===== src/common/isa_pkg.sv =====
// instruction set definitions shared by the fetch front end; import where widths or opcodes are needed
package isa_pkg;

  ////////////////////////////////////////////////////////////
  // basic widths
  ////////////////////////////////////////////////////////////

  localparam int xlen = 64;                     // program counter width
  localparam int ilen = 32;                     // one uncompressed instruction
  localparam int line_bits = 2 * ilen;          // memory line holds two instructions

  typedef logic [xlen-1:0]      pc_t;
  typedef logic [ilen-1:0]      inst_t;
  typedef logic [line_bits-1:0] line_t;         // lower half is the even word

  localparam pc_t inst_bytes = 64'd4;           // sequential step, no compressed forms

  ////////////////////////////////////////////////////////////
  // instruction encoding
  ////////////////////////////////////////////////////////////

  // major opcode sits in the low seven bits
  localparam int opcode_lsb = 0;
  localparam int opcode_msb = 6;

  typedef logic [opcode_msb:opcode_lsb] opcode_t;

  localparam opcode_t op_branch = 7'b1100011;   // beq/bne/blt/bge/bltu/bgeu
  localparam opcode_t op_jal    = 7'b1101111;
  localparam opcode_t op_jalr   = 7'b1100111;

  // control flow class attached to each fetched instruction
  typedef enum logic [1:0] {
    class_branch = 2'd0,
    class_jal    = 2'd1,
    class_jalr   = 2'd2,
    class_other  = 2'd3
  } opcode_class_e;

endpackage


===== src/common/fetch_pkg.sv =====
// structs carried between memory, fetch stage, fetch queue and retire; import in fetch blocks
package fetch_pkg;

  ////////////////////////////////////////////////////////////
  // fetch to dispatch
  ////////////////////////////////////////////////////////////

  // one fetched instruction on its way to dispatch
  typedef struct packed {
    isa_pkg::pc_t          pc;        // address of inst
    isa_pkg::pc_t          npc;       // pc + 4, no prediction
    isa_pkg::inst_t        inst;
    isa_pkg::opcode_class_e op_class; // predecode result
  } fetch_packet_t;

  ////////////////////////////////////////////////////////////
  // retire to fetch
  ////////////////////////////////////////////////////////////

  // committed branch outcome, taken only when all three flags are set
  typedef struct packed {
    logic         valid_inst;    // retire slot holds a real instruction
    logic         branch_valid;  // that instruction is a branch
    logic         take_branch;   // resolved taken
    isa_pkg::pc_t target_pc;     // where fetch restarts
  } redirect_t;

  ////////////////////////////////////////////////////////////
  // program load port
  ////////////////////////////////////////////////////////////

  typedef logic [15:0] line_idx_t;   // wide enough for any sane memory depth

  typedef struct packed {
    logic           en;     // write strobe
    line_idx_t      addr;   // line index, not a byte address
    isa_pkg::line_t data;   // two instructions
  } imem_write_t;

endpackage


===== src/fetch/fetch_stage.sv =====
// fetch stage: holds the pc, picks the next pc, selects the half line and predecodes it
`timescale 1ns/1ns

module fetch_stage #(
  parameter int imem_lines = 256           // memory depth, used for address wrap
) (
  input  logic                     clock,
  input  logic                     reset,
  input  fetch_pkg::redirect_t     redirect,   // from retire
  input  isa_pkg::line_t           imem_data,
  input  logic                     imem_valid,
  input  logic                     full,       // queue back pressure
  output isa_pkg::pc_t             imem_addr,
  output logic                     push,
  output fetch_pkg::fetch_packet_t packet,
  output logic                     flush       // empties the queue
);

  import isa_pkg::*;

  localparam int idx_w = $clog2(imem_lines);

  ////////////////////////////////////////////////////////////
  // pc register
  ////////////////////////////////////////////////////////////

  pc_t           pc;               // pc being fetched this cycle
  pc_t           pc_plus_4;
  pc_t           next_pc;
  logic          redirect_taken;
  inst_t         inst;
  opcode_class_e op_class;

  assign pc_plus_4 = pc + inst_bytes;

  // all three retire flags must agree before fetch moves
  assign redirect_taken = redirect.valid_inst & redirect.branch_valid & redirect.take_branch;

  assign flush = redirect_taken;

  // redirect wins over stall, so a taken branch is never lost
  assign push = imem_valid & ~full & ~redirect_taken;

  always_comb begin
    next_pc = pc;                             // hold on stall
    if (redirect_taken) begin
      next_pc = redirect.target_pc;
    end else if (push) begin
      next_pc = pc_plus_4;                    // no prediction, just fall through
    end
  end

  always_ff @(posedge clock) begin
    if (reset) begin
      pc <= '0;                               // boot from address 0
    end else begin
      pc <= next_pc;
    end
  end

  ////////////////////////////////////////////////////////////
  // memory address and half select
  ////////////////////////////////////////////////////////////

  // line aligned and wrapped to the memory depth
  assign imem_addr = pc_t'({pc[idx_w+2:3], 3'b000});

  // memory returns two words, bit 2 picks the one we want
  assign inst = pc[2] ? imem_data[2*ilen-1:ilen] : imem_data[ilen-1:0];

  ////////////////////////////////////////////////////////////
  // predecode
  ////////////////////////////////////////////////////////////

  always_comb begin
    case (inst[opcode_msb:opcode_lsb])
      op_branch: op_class = class_branch;     // conditional
      op_jal:    op_class = class_jal;        // direct jump
      op_jalr:   op_class = class_jalr;       // indirect jump
      default:   op_class = class_other;
    endcase
  end

  // packet goes to the queue, push says whether it counts
  assign packet.pc       = pc;
  assign packet.npc      = pc_plus_4;
  assign packet.inst     = inst;
  assign packet.op_class = op_class;

endmodule


===== config.mk =====
export PLATFORM = sky130hd
export DESIGN_NAME = fetch_stage
export DESIGN_NICKNAME = d
export VERILOG_FILES = /design/src/common/isa_pkg.sv /design/src/common/fetch_pkg.sv /design/src/fetch/fetch_stage.sv
export SDC_FILE = /design/constraint.sdc
export NUM_CORES = 1
export LEC_CHECK = 0
export ABC_AREA = 1
export ABC_CLOCK_PERIOD_IN_PS = 2000
export BUFFER_PORTS_ARGS = -buffer_cell sky130_fd_sc_hd__buf_4
export CAP_MARGIN = 20
export CORE_AREA = 2 2 143 145
export DETAILED_ROUTE_END_ITERATION = 10
export DIE_AREA = 0 0 145 147
export PLACE_DENSITY = 0.63
export SLEW_MARGIN = 20
export SYNTH_ARGS = -nofsm -noshare
export SYNTH_HDL_FRONTEND = slang
export SYNTH_SLANG_ARGS = --single-unit

===== constraint.sdc =====
create_clock -name clock -period 2 [get_ports clock]
set_clock_uncertainty 0.1 [all_clocks]
set_input_delay 0.2 -clock clock [delete_from_list [all_inputs] [get_ports clock]]
set_output_delay 0.2 -clock clock [all_outputs]
set_load 0.03 [all_outputs]

==> results.py <==
metrics = {
    "place": {
        "pre_cts_slack_ns": -0.0250,
        "gp_congestion": 0.949,
        "dpl.hpwl_um": 21400,
        "dp_cells": 1654,
        "portBuffers": 306,
    },
    "power": {
        "peakVddDrop_uv": 273,
        "sw_frac_of_total": 0.342,
        "clkPwrFrac": 0.392,
        "intPower_uw": 3290,
        "powerDensity_mw_per_mm2": 446,
        "p_comb_frac": 0.331,
        "p_sw_uw": 1710,
        "sequentialPowerShare": 0.277,
        "p_leak_uw": 0.00510,
    },
    "clocking": {
        "clkTransAtPathRegs_ns": 0.06,
        "ctsLongestPathBuffers": 2,
        "cts_tree": "yes",
        "cts_root_buf": "clkbuf_16",
        "cts_htree_levels": 3,
        "cts_buffers": 9,
        "clock_latency_ns": 0.35,
        "cts.sinks": 64,
        "hold_buffers": 0,
    },
    "final_layout": {
        "fill_cells": 1888,
        "diodes": 0,
        "largest_register_ffs": 64,
        "regMostFlops": "pc",
        "nets": 1578,
        "final_cells": 1717,
        "syn_to_final_growth_pct": 98.4,
        "top_regs": "pc (64)",
        "drive_gt1_frac": 0.522,
    },
    "logic_synthesis": {
        "yosysTopAreaCellShare": 0.266,
        "yosys.area_share.simple": 0.421,
        "syn_avg_cell_area_um2": 5.56,
        "synth_top_family_by_area": "simple AND/OR/NAND/NOR gates",
        "synth_area_mm2": 0.00564,
        "synthAdderAreaFrac": 0.00222,
        "seq_area_frac_synth": 0.227,
        "synth_seq_cells": 64,
        "synth_xor_xnor_area_share": 0.0481,
        "muxShareOfSynthArea": 0.00178,
        "synth_warnings": 0,
        "ys_types": 30,
        "synth_compound_area_frac": 0.118,
        "yosysTopAreaCell": "nand2_1",
        "synth_top_cells_by_area": "nand2_1 27%, dfxtp_1 23%, buf_4 8.8%",
        "syn_inst": 1015,
    },
    "floorplanning": {
        "die-width_um": 145,
        "die-area_mm2": 0.0213,
        "dieHeight_um": 147,
        "rows": 52,
        "coreArea_mm2": 0.0198,
        "start_util": 0.284,
        "ios": 363,
    },
    "drt": {
        "first_iter_violations": 347,
        "viasPerCell": 4.57,
        "firstDrtPassIters": 4,
        "drc_errors": 0,
        "dr_total_vias": 7851,
        "wl_per_cell_um": 16.0,
        "antenna_left": 0,
        "drt-total-wl_um": 27500,
    },
    "critical_path": {
        "arrival_ns": 2.44,
        "startpoint": "pc[3]",
        "cp_max_fo": 4,
        "start_kind": "flip-flop",
        "crit_required_ns": 2.16,
        "r2r_end": "pc[20]",
        "reg2reg_slack_ns": -0.29,
        "ff2ff_path_depth": 14,
        "end_kind": "flip-flop",
        "r2r-start": "pc[3]",
        "path_class": "reg2reg",
    },
    "min_path": {
        "holdCritStartpoint": "redirect[1]",
        "whs_endpoint": "pc[1]",
        "holdPathStages": 3,
        "hold_class": "in2reg",
    },
    "timing": {
        "setup_ws_ns": -0.286,
        "layout_min_cycle_time_ns": 2.29,
        "rsz0062_at_grt": "yes",
        "tightestPinTransition_ns": 0.523,
        "relSlewSlack": 0.651,
        "fin_crit_sh": 1.14,
        "drv_slew": 0,
        "max_clock_freq_mhz": 437,
        "setup_viol": 56,
        "hold_viol_final": 0,
    },
    "grt": {
        "grt_pass1_vias": 7495,
        "grt_max_degree": 41,
        "antenna_found_initial": 0,
        "grt_pass1_wl_um": 39900,
        "gr-total-overflow": 0,
        "grt_usage": 0.241,
    },
    "run_status": {
        "status": "finished with violations",
        "failed_checks": "negative setup slack",
    },
    "run": {
        "cap_violations": 0,
    },
}
## cell families after synthesis
logic type	count (synthesis)
AO/OA/AOI/OAI	128
AND/OR/NAND/NOR	584
multiplexers	1
adder cells (fa/ha/maj)	1
XOR/XNOR	31
other	1
buffers and inverters	205
flip-flops	64
## cells in the mapped netlist
library cell / instances
conb_1: 1
nand3_2: 1
ha_1: 1
dfxtp_1: 64
o21ai_0: 54
nand3_1: 26
xnor2_1: 6
clkinv_1: 1
buf_4: 66
nand4_1: 10
nand2_2: 4
buf_2: 2
or2_2: 3
o21ai_1: 11
mux2i_1: 1
inv_1: 104
nor2_2: 6
nand2_4: 1
nor2_4: 3
a22oi_1: 1
nor2_8: 2
and2_1: 10
a21oi_1: 45
buf_1: 8
inv_2: 3
xor2_1: 25
nand2_1: 400
clkbuf_1: 21
a31oi_1: 17
nor2_1: 118
## cell usage in the layout (no fill, tap or decap), types with 15 or more instances in the layout
cell type,n
a21oi_1,44
a31oi_1,17
buf_4,368
buf_6,77
conb_1,56
dfxtp_2,36
dfxtp_4,18
inv_1,102
nand2_1,326
nand2_2,56
nand2_4,19
nand3_1,19
nor2_1,52
nor2_2,40
nor2_4,35
o21ai_0,45
o21ai_2,16
xor2_4,15
## layer usage
| layer | wire, um | global-route usage | vias to the layer above |
|---|---|---|---|
| met1 | 9990 | 0.259 | 3608 |
| li1 | - | - | 3856 |
| met2 | 14800 | 0.464 | 327 |
| met3 | 1560 | 0.0447 | 60 |
| met5 | 0 | 0 | - |
| met4 | 1080 | 0.0946 | 0 |
## area by class of cell
cell class	count	area [um^2]	area share
flip-flops and latches	64	1390	0.125
repair buffers	458	3890	0.348
clock inverters	6	114	0.0102
multi-input cells	801	4790	0.428
clock buffers	10	250	0.0224
inverters	108	408	0.0365
well taps	270	338	0.0302
## worst max-delay path by stage
stage                  to  slack [ns]  depth (start not counted)
6_report           pc[20]       -0.29                         14
4_1_cts        packet[76]       -0.27                         11
3_3_place_gp   packet[90]       0.006                          9
5_1_grt            pc[20]       -0.35                         14
2_1_floorplan      pc[16]       -0.05                          8
3_5_place_dp   packet[90]       -0.02                          9
## what timing repair did
action	in CTS	in global routing
gates resized for setup	177	216
pin swaps	30	80
endpoints found under the hold margin	0	0
cloned	1	0
endpoints found under the setup margin	69	81
buffers inserted	20	28
## power groups by stage
| stage | clock network (uW) | registers [uW] | logic (uW) |
|---|---|---|---|
| after floorplan | 0 | 1500 | 813 |
| after global placement | 0 | 1410 | 1490 |
| after detailed placement | 0 | 1410 | 1490 |
| after CTS | 1970 | 1380 | 1580 |
| after global routing | 2040 | 1390 | 1750 |
| final | 1960 | 1380 | 1650 |
## per-stage QoR
step / hold slack (ns) / TNS, ns / total power (uW) / instance area, um^2 / utilization
final: 0.00552 / -8.94 / 4990 / 11200 / 0.564
after CTS: 0.00263 / -9.52 / 4940 / 10200 / 0.513
after global routing: 0.0203 / -13.14 / 5180 / 11200 / 0.564
after global placement: 0.358 / 0 / 2900 / 9000 / 0.454
after floorplan: 0.245 / -0.214 / 2310 / 6110 / -
after detailed placement: 0.364 / -0.0593 / 2900 / 9000 / 0.454
## worst max-delay path, stage by stage, from the launching register on
cell,delay [ns]
dfxtp_4,0.36
ha_4,0.15
nand2_4,0.05
nor2_4,0.15
nand3_2,0.16
buf_6,0.17
nor2_4,0.12
buf_6,0.12
xor2_2,0.15
buf_4,0.14
buf_4,0.09
buf_4,0.10
buf_4,0.09
nand2_1,0.06
a31oi_1,0.17
(Power assumes the default switching activity.)
