$ cat src/common/isa_pkg.sv
// instruction set definitions shared by the fetch front end; import where widths or opcodes are needed
package isa_pkg;

  ////////////////////////////////////////////////////////////
  // basic widths
  ////////////////////////////////////////////////////////////

  localparam int xlen = 64;                     // program counter width
  localparam int ilen = 32;                     // one uncompressed instruction
  localparam int line_bits = 2 * ilen;          // memory line holds two instructions

  typedef logic [xlen-1:0]      pc_t;
  typedef logic [ilen-1:0]      inst_t;
  typedef logic [line_bits-1:0] line_t;         // lower half is the even word

  localparam pc_t inst_bytes = 64'd4;           // sequential step, no compressed forms

  ////////////////////////////////////////////////////////////
  // instruction encoding
  ////////////////////////////////////////////////////////////

  // major opcode sits in the low seven bits
  localparam int opcode_lsb = 0;
  localparam int opcode_msb = 6;

  typedef logic [opcode_msb:opcode_lsb] opcode_t;

  localparam opcode_t op_branch = 7'b1100011;   // beq/bne/blt/bge/bltu/bgeu
  localparam opcode_t op_jal    = 7'b1101111;
  localparam opcode_t op_jalr   = 7'b1100111;

  // control flow class attached to each fetched instruction
  typedef enum logic [1:0] {
    class_branch = 2'd0,
    class_jal    = 2'd1,
    class_jalr   = 2'd2,
    class_other  = 2'd3
  } opcode_class_e;

endpackage

$ cat src/common/fetch_pkg.sv
// structs carried between memory, fetch stage, fetch queue and retire; import in fetch blocks
package fetch_pkg;

  ////////////////////////////////////////////////////////////
  // fetch to dispatch
  ////////////////////////////////////////////////////////////

  // one fetched instruction on its way to dispatch
  typedef struct packed {
    isa_pkg::pc_t          pc;        // address of inst
    isa_pkg::pc_t          npc;       // pc + 4, no prediction
    isa_pkg::inst_t        inst;
    isa_pkg::opcode_class_e op_class; // predecode result
  } fetch_packet_t;

  ////////////////////////////////////////////////////////////
  // retire to fetch
  ////////////////////////////////////////////////////////////

  // committed branch outcome, taken only when all three flags are set
  typedef struct packed {
    logic         valid_inst;    // retire slot holds a real instruction
    logic         branch_valid;  // that instruction is a branch
    logic         take_branch;   // resolved taken
    isa_pkg::pc_t target_pc;     // where fetch restarts
  } redirect_t;

  ////////////////////////////////////////////////////////////
  // program load port
  ////////////////////////////////////////////////////////////

  typedef logic [15:0] line_idx_t;   // wide enough for any sane memory depth

  typedef struct packed {
    logic           en;     // write strobe
    line_idx_t      addr;   // line index, not a byte address
    isa_pkg::line_t data;   // two instructions
  } imem_write_t;

endpackage

$ cat src/fetch/fetch_queue.sv
// circular fetch queue between fetch and dispatch; flushed on a taken redirect
`timescale 1ns/1ns

module fetch_queue #(
  parameter int queue_depth = 4            // entries, power of two
) (
  input  logic                     clock,
  input  logic                     reset,
  input  logic                     push,
  input  fetch_pkg::fetch_packet_t packet,
  input  logic                     flush,
  input  logic                     dispatch_en,
  output logic                     full,
  output logic                     out_valid,
  output fetch_pkg::fetch_packet_t out_packet
);

  import fetch_pkg::*;

  localparam int ptr_w = $clog2(queue_depth);

  ////////////////////////////////////////////////////////////
  // storage and pointers
  ////////////////////////////////////////////////////////////

  fetch_packet_t    entries [queue_depth];   // payload only, no reset
  logic [ptr_w-1:0] head_ptr;                // oldest entry
  logic [ptr_w-1:0] tail_ptr;                // next free slot
  logic [ptr_w:0]   count;                   // one extra bit to tell full from empty
  logic             do_push;
  logic             do_pop;

  assign full      = count == (ptr_w + 1)'(queue_depth);
  assign out_valid = count != '0;
  assign out_packet = entries[head_ptr];     // head is visible while valid

  // full already blocks push upstream, guard here as well
  assign do_push = push & ~full;
  assign do_pop  = out_valid & dispatch_en;

  always_ff @(posedge clock) begin
    if (do_push) begin
      entries[tail_ptr] <= packet;
    end
  end

  ////////////////////////////////////////////////////////////
  // control
  ////////////////////////////////////////////////////////////

  always_ff @(posedge clock) begin
    if (reset || flush) begin
      head_ptr <= '0;                        // realign to slot 0
      tail_ptr <= '0;
      count    <= '0;
    end else begin
      if (do_push) begin
        tail_ptr <= tail_ptr + 1'b1;         // wraps at depth
      end
      if (do_pop) begin
        head_ptr <= head_ptr + 1'b1;
      end
      case ({do_push, do_pop})
        2'b10:   count <= count + 1'b1;
        2'b01:   count <= count - 1'b1;
        default: count <= count;             // both or neither
      endcase
    end
  end

endmodule

$ cat config.mk
export PLATFORM = sky130hd
export DESIGN_NAME = fetch_queue
export DESIGN_NICKNAME = d
export VERILOG_FILES = /design/src/common/isa_pkg.sv /design/src/common/fetch_pkg.sv /design/src/fetch/fetch_queue.sv
export SDC_FILE = /design/constraint.sdc
export NUM_CORES = 1
export LEC_CHECK = 0
export BUFFER_PORTS_ARGS = -buffer_cell sky130_fd_sc_hd__buf_2
export CAP_MARGIN = 20
export CORE_ASPECT_RATIO = 0.75
export CORE_UTILIZATION = 57
export DETAILED_ROUTE_END_ITERATION = 10
export HOLD_SLACK_MARGIN = 0.1
export PLACE_DENSITY = 0.79
export SYNTH_ARGS = -nofsm -noshare
export SYNTH_HDL_FRONTEND = slang
export SYNTH_SLANG_ARGS = --single-unit
export TNS_END_PERCENT = 20
$ cat constraint.sdc
create_clock -name clock -period 3.9 [get_ports clock]
set_clock_uncertainty 0.15 [all_clocks]
set_input_delay 0.39 -clock clock [delete_from_list [all_inputs] [get_ports clock]]
set_output_delay 0.39 -clock clock [all_outputs]
set_load 0.02 [all_outputs]
==> metrics.sh, run 1 <==
RUN_STATUS='finished clean'
MIN-DELAY-PATH-CLASS='flip-flop to flip-flop'
TOTAL_LEAKAGE_POWER_nW=9.98
CTS-HTREE-LEVELS=2
GRT_OVERFLOW_TOTAL=0
SETUP_VIOL=0
POWER_DENSITY_mW_PER_MM2=482
CRITICAL_PATH.MAX_FANOUT=37
VDD.IR_DROP.WORST_mV=0.474
CTS_TREE='yes'
CRITICAL_PATH.TOP_DELAY_FAMILY='buffers and inverters'
POWER.TOTAL_mW=14.3
CLKSLEWWORSTSETUPHOLDPATHS_NS=0.06
GLOBALPLACE.CONGESTION=0.720
SYNTH_SIMPLE_GATE_AREA_SHARE_PCT=0.446
DIE_AREA_MM2=0.0427
FINAL_HOLD_VIOL_COUNT=0
WIRE_LENGTH_PER_CELL_UM=24.1
IO_PINS=331
PLACEMENT.IO_BUFFERS=330
FINALCOREUTILIZATION_PCT=72.6
POSTSYNTHNETCOUNT=1073
TIMING.MAX_SLEW.REL_SLACK_PCT=49.1
SHARE_OF_THE_SYNTHESIZED_AREA_IN_COMPOUND_GATES_AO_OA_AOI_OAI_PCT=0.252
WORSTSKEWPAIRLATENCY_NS=0.58
INITIAL_CORE_UTILIZATION_PCT=58.2
DP_SLACK_NS=1.22
POST-SYNTH-TOP-AREA-FRACTION_PCT=81.6
FINAL_MIN_PERIOD_OVER_CLOCK_PERIOD_PCT=77.5
NUM-NETS-FINAL=1615
FINALSETUPTNS_NS=0
WORST_PIN_SLEW_NS=0.763
VIAS=11600
CTS_INSERTED_BUFFERS=59
VIAS_PER_CELL=5.63
YOSYSUNIQUECELLTYPES=27
HOLD_SLACK_NS=0.402
FMAX_GHz=0.331
LARGEST_NET_DEGREE_AT_THE_START_OF_GLOBAL_ROUTING=60
WORST-ENDPOINT-ARRIVAL_NS=2.48
DRT_PRE_ANTENNA_ITERS=5
POST_SYNTH_FA_HA_MAJ_AREA_FRACTION_PCT=0.346
REGISTER_BIT_COUNT_REPORTED_BY_YOSYS=657
MAXSLEWVIOLCOUNT=0
SETUP.WORST_PATH.CLASS='flip-flop to output pin'
GRT_SETUP_UNREPAIRED='false'
HPWL_REPORTED_AT_THE_END_OF_DETAILED_PLACEMENT_UM=27200
DIE_HEIGHT_UM=179
SYNTHESIS.YOSYS.WARNINGS=0
SYNTH_TO_LAYOUT_AREA_GROWTH_PCT=24.7
TIMING.CRITICAL_PATH.FROM_TYPE='flip-flop'
CP_SLOWEST_CELL='sky130_fd_sc_hd__buf_4'
ANTENNA_FOUND_INITIAL=7
SYNTH.LARGEST_AREA_CELL='sky130_fd_sc_hd__edfxtp_1'
POSTSYNTHCELLCOUNT=900
POSTSYNTHAREAPERCELL_UM2=26.5
FINALWIRELENGTH_UM=49300
CTS.SINK_COUNT=657
YOSYSSEQAREASHARE_PCT=82.3
ROWS=64
LARGEST_FAMILY_OF_LOGIC_CELLS_BY_SYNTHESIZED_AREA='multiplexers'
DRCVIOLATIONCOUNT=0
SYNTH.AREA.MUX_SHARE_PCT=15.3
CP_NUM_BUF_INV=2
FIN_WS_NS=0.876
POST_CTS_BUFFERS=0
CP.REQUIRED_NS=3.36
FP.COREAREA_MM2=0.0410
FIRST_GLOBAL_VIAS=12200
TIMING.FINAL.CRIT_PERIOD_NS=3.02
TIMING.CRITICAL_PATH.CELLS='buf_4 > mux4_2 > buf_2'
SYNTH_CELL_AREA_MM2=0.0239
SYNTH-XOR-AREA-SHARE_PCT=0.147
DRIVE_ABOVE_1_SHARE_PCT=40.1
ANT_NETS=0
CLOCK_TREE_BUFFER_DEPTH=3
WORSTSETUPENDPOINTTYPE='output pin'
DIE_W_UM=238
SYNTH.TOP_CELLS.BY_AREA='sky130_fd_sc_hd__edfxtp_1, sky130_fd_sc_hd__mux4_2, sky130_fd_sc_hd__dfxtp_1, sky130_fd_sc_hd__buf_6, sky130_fd_sc_hd__buf_2'
GLOBAL_ROUTE_WIRE_LENGTH_BEFORE_REPAIR_UM=72700
MAXCAPVIOLCOUNT=0
MAX_STAGE_DELAY_NS=0.63
INITIALDRTVIOLATIONCOUNT=752
CTS.ROOT.BUFFER_CELL='sky130_fd_sc_hd__clkbuf_16'
OVERALL_GLOBAL_ROUTING_USAGE_PCT=23.1
==> sequential cells by signal (all words and copies together) (netlist names), named ones only <==
| signal | flops |
|---|---|
| tail_ptr | 2 |
| head_ptr | 2 |
| count | 3 |
| entries | 648 |
==> where the power goes <==
group	leakage, nW	internal, mW	switching, mW	total (mW)
clock	0.863	3.02	2.37	5.39
sequential	6.02	7.94	0.0460	7.99
combinational	3.10	0.423	0.534	0.957
total	9.98	11.4	2.95	14.3
==> per-stage QoR <==
step | cells | area (µm²)
detailed placement | 1772 | 26300
finish | 2050 | 29800
floorplan | 900 | 23900
CTS | 2044 | 29700
global placement | 1772 | 26300
global route | 2048 | 29700
==> final cells by class <==
class                      instances  area, µm²
antenna                            6       15.0
clock buffer                      73       1570
clock inverter                    29        199
fill                            2311      11200
inverter                           7       26.3
multi-input combinational        198       3950
sequential                       657      19600
tap                              561        702
timing repair buffer             519       3650
==> repair_timing <==
| action | CTS | global route |
|---|---|---|
| hold endpoints to repair | 657 | 0 |
| hold buffers | 170 | 0 |
| resized for setup | 0 | 0 |
==> worst paths after layout <==
| check | cells after the start | slack (ns) | end | start |
|---|---|---|---|---|
| hold reg to reg | 2 | 0.40 | head_ptr[1] | head_ptr[1] |
| setup reg to reg | 9 | 1.16 | count[2] | count[2] |
| hold / removal | 2 | 0.40 | head_ptr[1] | head_ptr[1] |
| setup / recovery | 3 | 0.88 | out_packet[112] | flip-flop |
==> synthesized netlist by cell type <==
master                       n
sky130_fd_sc_hd__edfxtp_1  648
sky130_fd_sc_hd__mux4_2    162
sky130_fd_sc_hd__buf_2      13
sky130_fd_sc_hd__buf_6      10
sky130_fd_sc_hd__dfxtp_1     9
sky130_fd_sc_hd__clkbuf_1    7
sky130_fd_sc_hd__inv_1       7
sky130_fd_sc_hd__nor2_1      7
sky130_fd_sc_hd__buf_4       6
sky130_fd_sc_hd__ha_1        5
sky130_fd_sc_hd__and3_2      4
sky130_fd_sc_hd__a21oi_1     3
sky130_fd_sc_hd__xor2_1      3
sky130_fd_sc_hd__buf_1       2
sky130_fd_sc_hd__or3_2       2
sky130_fd_sc_hd__a21o_2      1
sky130_fd_sc_hd__and2_4      1
sky130_fd_sc_hd__fa_1        1
sky130_fd_sc_hd__nand3_1     1
sky130_fd_sc_hd__nand4_1     1
sky130_fd_sc_hd__o21ai_0     1
sky130_fd_sc_hd__o311ai_0    1
sky130_fd_sc_hd__o31a_2      1
sky130_fd_sc_hd__o31ai_2     1
sky130_fd_sc_hd__or2_2       1
sky130_fd_sc_hd__or3b_1      1
sky130_fd_sc_hd__xnor2_1     1
==> layer usage <==
layer,vias to the layer above,GRT usage [%],part of all wire [%]
met1,6032,30.8,39
met5,-,0,0.069
li1,4984,-,-
met3,79,6.14,7.8
met2,449,38.3,51
met4,6,6.49,2.2
==> placed cells by master, fill, tap and decap left out, types with 2 or more instances in the layout <==
master                            n
sky130_fd_sc_hd__clkinv_1        20
sky130_fd_sc_hd__xor2_1           3
sky130_fd_sc_hd__buf_4            7
sky130_fd_sc_hd__clkbuf_16       61
sky130_fd_sc_hd__clkbuf_1        12
sky130_fd_sc_hd__nor2_1           7
sky130_fd_sc_hd__clkinv_2         5
sky130_fd_sc_hd__buf_2          330
sky130_fd_sc_hd__diode_2          6
sky130_fd_sc_hd__or3_2            2
sky130_fd_sc_hd__ha_1             5
sky130_fd_sc_hd__dlygate4sd3_1  170
sky130_fd_sc_hd__bufinv_16        3
sky130_fd_sc_hd__dfxtp_4          2
sky130_fd_sc_hd__mux4_2         162
sky130_fd_sc_hd__buf_12          12
sky130_fd_sc_hd__inv_1            7
sky130_fd_sc_hd__dfxtp_1          7
sky130_fd_sc_hd__a21oi_1          3
sky130_fd_sc_hd__and3_4           4
sky130_fd_sc_hd__edfxtp_1       648
==> kinds of logic (layout without fill, tap and decap cells) <==
family / after synthesis / in the layout
XOR/XNOR: 4 / 4
buffers and inverters: 45 / 628
flip-flops: 657 / 657
AND/OR/NAND/NOR: 18 / 18
adder cells (fa/ha/maj): 6 / 6
AO/OA/AOI/OAI: 8 / 8
other: 0 / 6
multiplexers: 162 / 162
==> tightest hold or removal path: cells and delay by family (launching register included) <==
kind / cells / cell delay, ns
XOR/XNOR: 1 / 0.07
AND/OR/NAND/NOR: 1 / 0.11
flip-flops: 1 / 0.32
No activity file was read; power rests on OpenSTA's default activity.
==> run 2, diff against run 1 <==
clock period = 3.1 ns   (was 3.9 ns; I/O delays follow)
==> metrics.sh, run 2 (same netlist as run 1, synthesis figures left out) <==
MIN-DELAY-PATH-CLASS='primary input to flip-flop'
VDD.IR_DROP.WORST_mV=0.566
DIE_AREA_MM2=0.0427
WORSTSKEWPAIRLATENCY_NS=0.59
FINAL_CELL_COUNT_NO_FILL=2058
FP.COREAREA_MM2=0.0410
HOLD_SLACK_NS=0.333
RUN_STATUS='finished clean'
NUM-NETS-FINAL=1623
WIRE_LENGTH_PER_CELL_UM=25.2
IO_PINS=331
VIAS=11700
PLACE.DETAILED.INSTANCES=1780
GLOBALPLACE.CONGESTION=0.730
GRT_SETUP_UNREPAIRED='false'
SETUP_VIOL=0
FINAL_HOLD_VIOL_COUNT=0
GLOBAL_ROUTE_WIRE_LENGTH_BEFORE_REPAIR_UM=75800
TIMING.CRITICAL_PATH.FROM_TYPE='flip-flop'
CTS_TREE='yes'
TIMING.MAX_SLEW.REL_SLACK_PCT=51.4
DIE_W_UM=238
GRT_OVERFLOW_TOTAL=0
PLACE_AREA_MM2=0.0264
CLKSLEWWORSTSETUPHOLDPATHS_NS=0.06
DP_SLACK_NS=0.388
VIAS_PER_CELL=5.68
FINAL_MIN_PERIOD_OVER_CLOCK_PERIOD_PCT=93.4
DRCVIOLATIONCOUNT=0
CLOCK_TREE_BUFFER_DEPTH=3
FINALWIRELENGTH_UM=51800
ANTENNA_FOUND_INITIAL=3
ANT_NETS=0
SETUP.WORST_PATH.CLASS='flip-flop to output pin'
CTS_INSERTED_BUFFERS=59
CRITICAL_PATH.MAX_FANOUT=19
LARGEST_REG_FLOPS=648
DRT_PRE_ANTENNA_ITERS=5
HPWL_REPORTED_AT_THE_END_OF_DETAILED_PLACEMENT_UM=27600
CTS_RESIZED=0
PLACEMENT.IO_BUFFERS=330
MAX_FLOP_REGISTER='entries'
DIE_HEIGHT_UM=179
WORST-ENDPOINT-ARRIVAL_NS=2.43
CTS-HTREE-LEVELS=2
FINALSETUPTNS_NS=0
TOTAL_LEAKAGE_POWER_nW=10.1
OVERALL_GLOBAL_ROUTING_USAGE_PCT=24.3
ROWS=64
FMAX_GHz=0.345
INITIALDRTVIOLATIONCOUNT=940
WORSTSETUPENDPOINTTYPE='output pin'
CTS.SINK_COUNT=657
INITIAL_CORE_UTILIZATION_PCT=58.2
SYNTH_TO_LAYOUT_AREA_GROWTH_PCT=26.1
MAXSLEWVIOLCOUNT=0
WORST_PIN_SLEW_NS=0.729
MOST-COMMON-LAYOUT-CELLS='sky130_fd_sc_hd__edfxtp_1, sky130_fd_sc_hd__buf_2, sky130_fd_sc_hd__dlygate4sd3_1, sky130_fd_sc_hd__mux4_2, sky130_fd_sc_hd__clkbuf_16'
CTS.ROOT.BUFFER_CELL='sky130_fd_sc_hd__clkbuf_16'
FINAL_DESIGN_AREA_NO_FILL_MM2=0.0301
FIRST_GLOBAL_VIAS=12400
DRIVE_ABOVE_1_SHARE_PCT=41.1
LARGEST_NET_DEGREE_AT_THE_START_OF_GLOBAL_ROUTING=93
POWER_DENSITY_mW_PER_MM2=620
MOST_COMMON_CELL_AFTER_LAYOUT_FILL_AND_TAPS_ASIDE='sky130_fd_sc_hd__edfxtp_1'
MAXCAPVIOLCOUNT=0
FIN_WS_NS=0.206
CP.REQUIRED_NS=2.64
LARGESTREGISTERS='entries (648), count (3)'
TIMING.FINAL.CRIT_PERIOD_NS=2.89
## run 2: per-layer routing
metal  global-route usage (%)  vias to the layer above  wire (µm)
li1                         -                     5012          -
met1                     31.1                     6126      19600
met2                     41.6                      459      27000
met3                     6.07                       93       3870
met4                     7.26                        2       1350
met5                        0                        -         11
## run 2: timing repair
item,in CTS,in global routing
setup buffers,0,0
hold buffers,170,0
endpoints found under the hold margin,657,0
## run 2: worst max-delay path: stages (launching register included)
cell and delay [ns]:
sky130_fd_sc_hd__dfxtp_4 0.64, sky130_fd_sc_hd__buf_4 0.42, sky130_fd_sc_hd__mux4_2 0.58, sky130_fd_sc_hd__buf_2 0.18
## run 2: power breakdown
| group | switching, mW | internal [mW] |
|---|---|---|
| clock | 3.06 | 4.32 |
| sequential | 0.0637 | 9.99 |
| combinational | 0.680 | 0.541 |
| total | 3.80 | 14.8 |
## run 2: path summary, 6_finish.rpt
check              from         endpoint  slack, ns  cells past startpoint
max reg2reg    count[2]         count[2]       0.36                      9
min reg2reg    count[2]         count[2]       0.39                      2
min          packet[21]   entries[0][21]       0.33                      2
max           flip-flop  out_packet[117]       0.21                      3
## run 2: layout make-up
class,instances,area (µm²)
fill,2268,10900
multi-input combinational,198,3950
timing repair buffer,527,3790
clock inverter,34,384
sequential,657,19600
antenna,2,5.00
inverter,7,26.3
tap,561,702
clock buffer,72,1570
## run 2: metrics by stage
stage / power, mW / utilization (%)
6_report: 18.6 / 73.3
5_1_grt: 19.1 / 73.3
4_1_cts: 18.7 / 73.3
3_5_place_dp: 11.3 / 64.4
3_3_place_gp: 11.2 / 64.4
2_1_floorplan: 10.8 / -
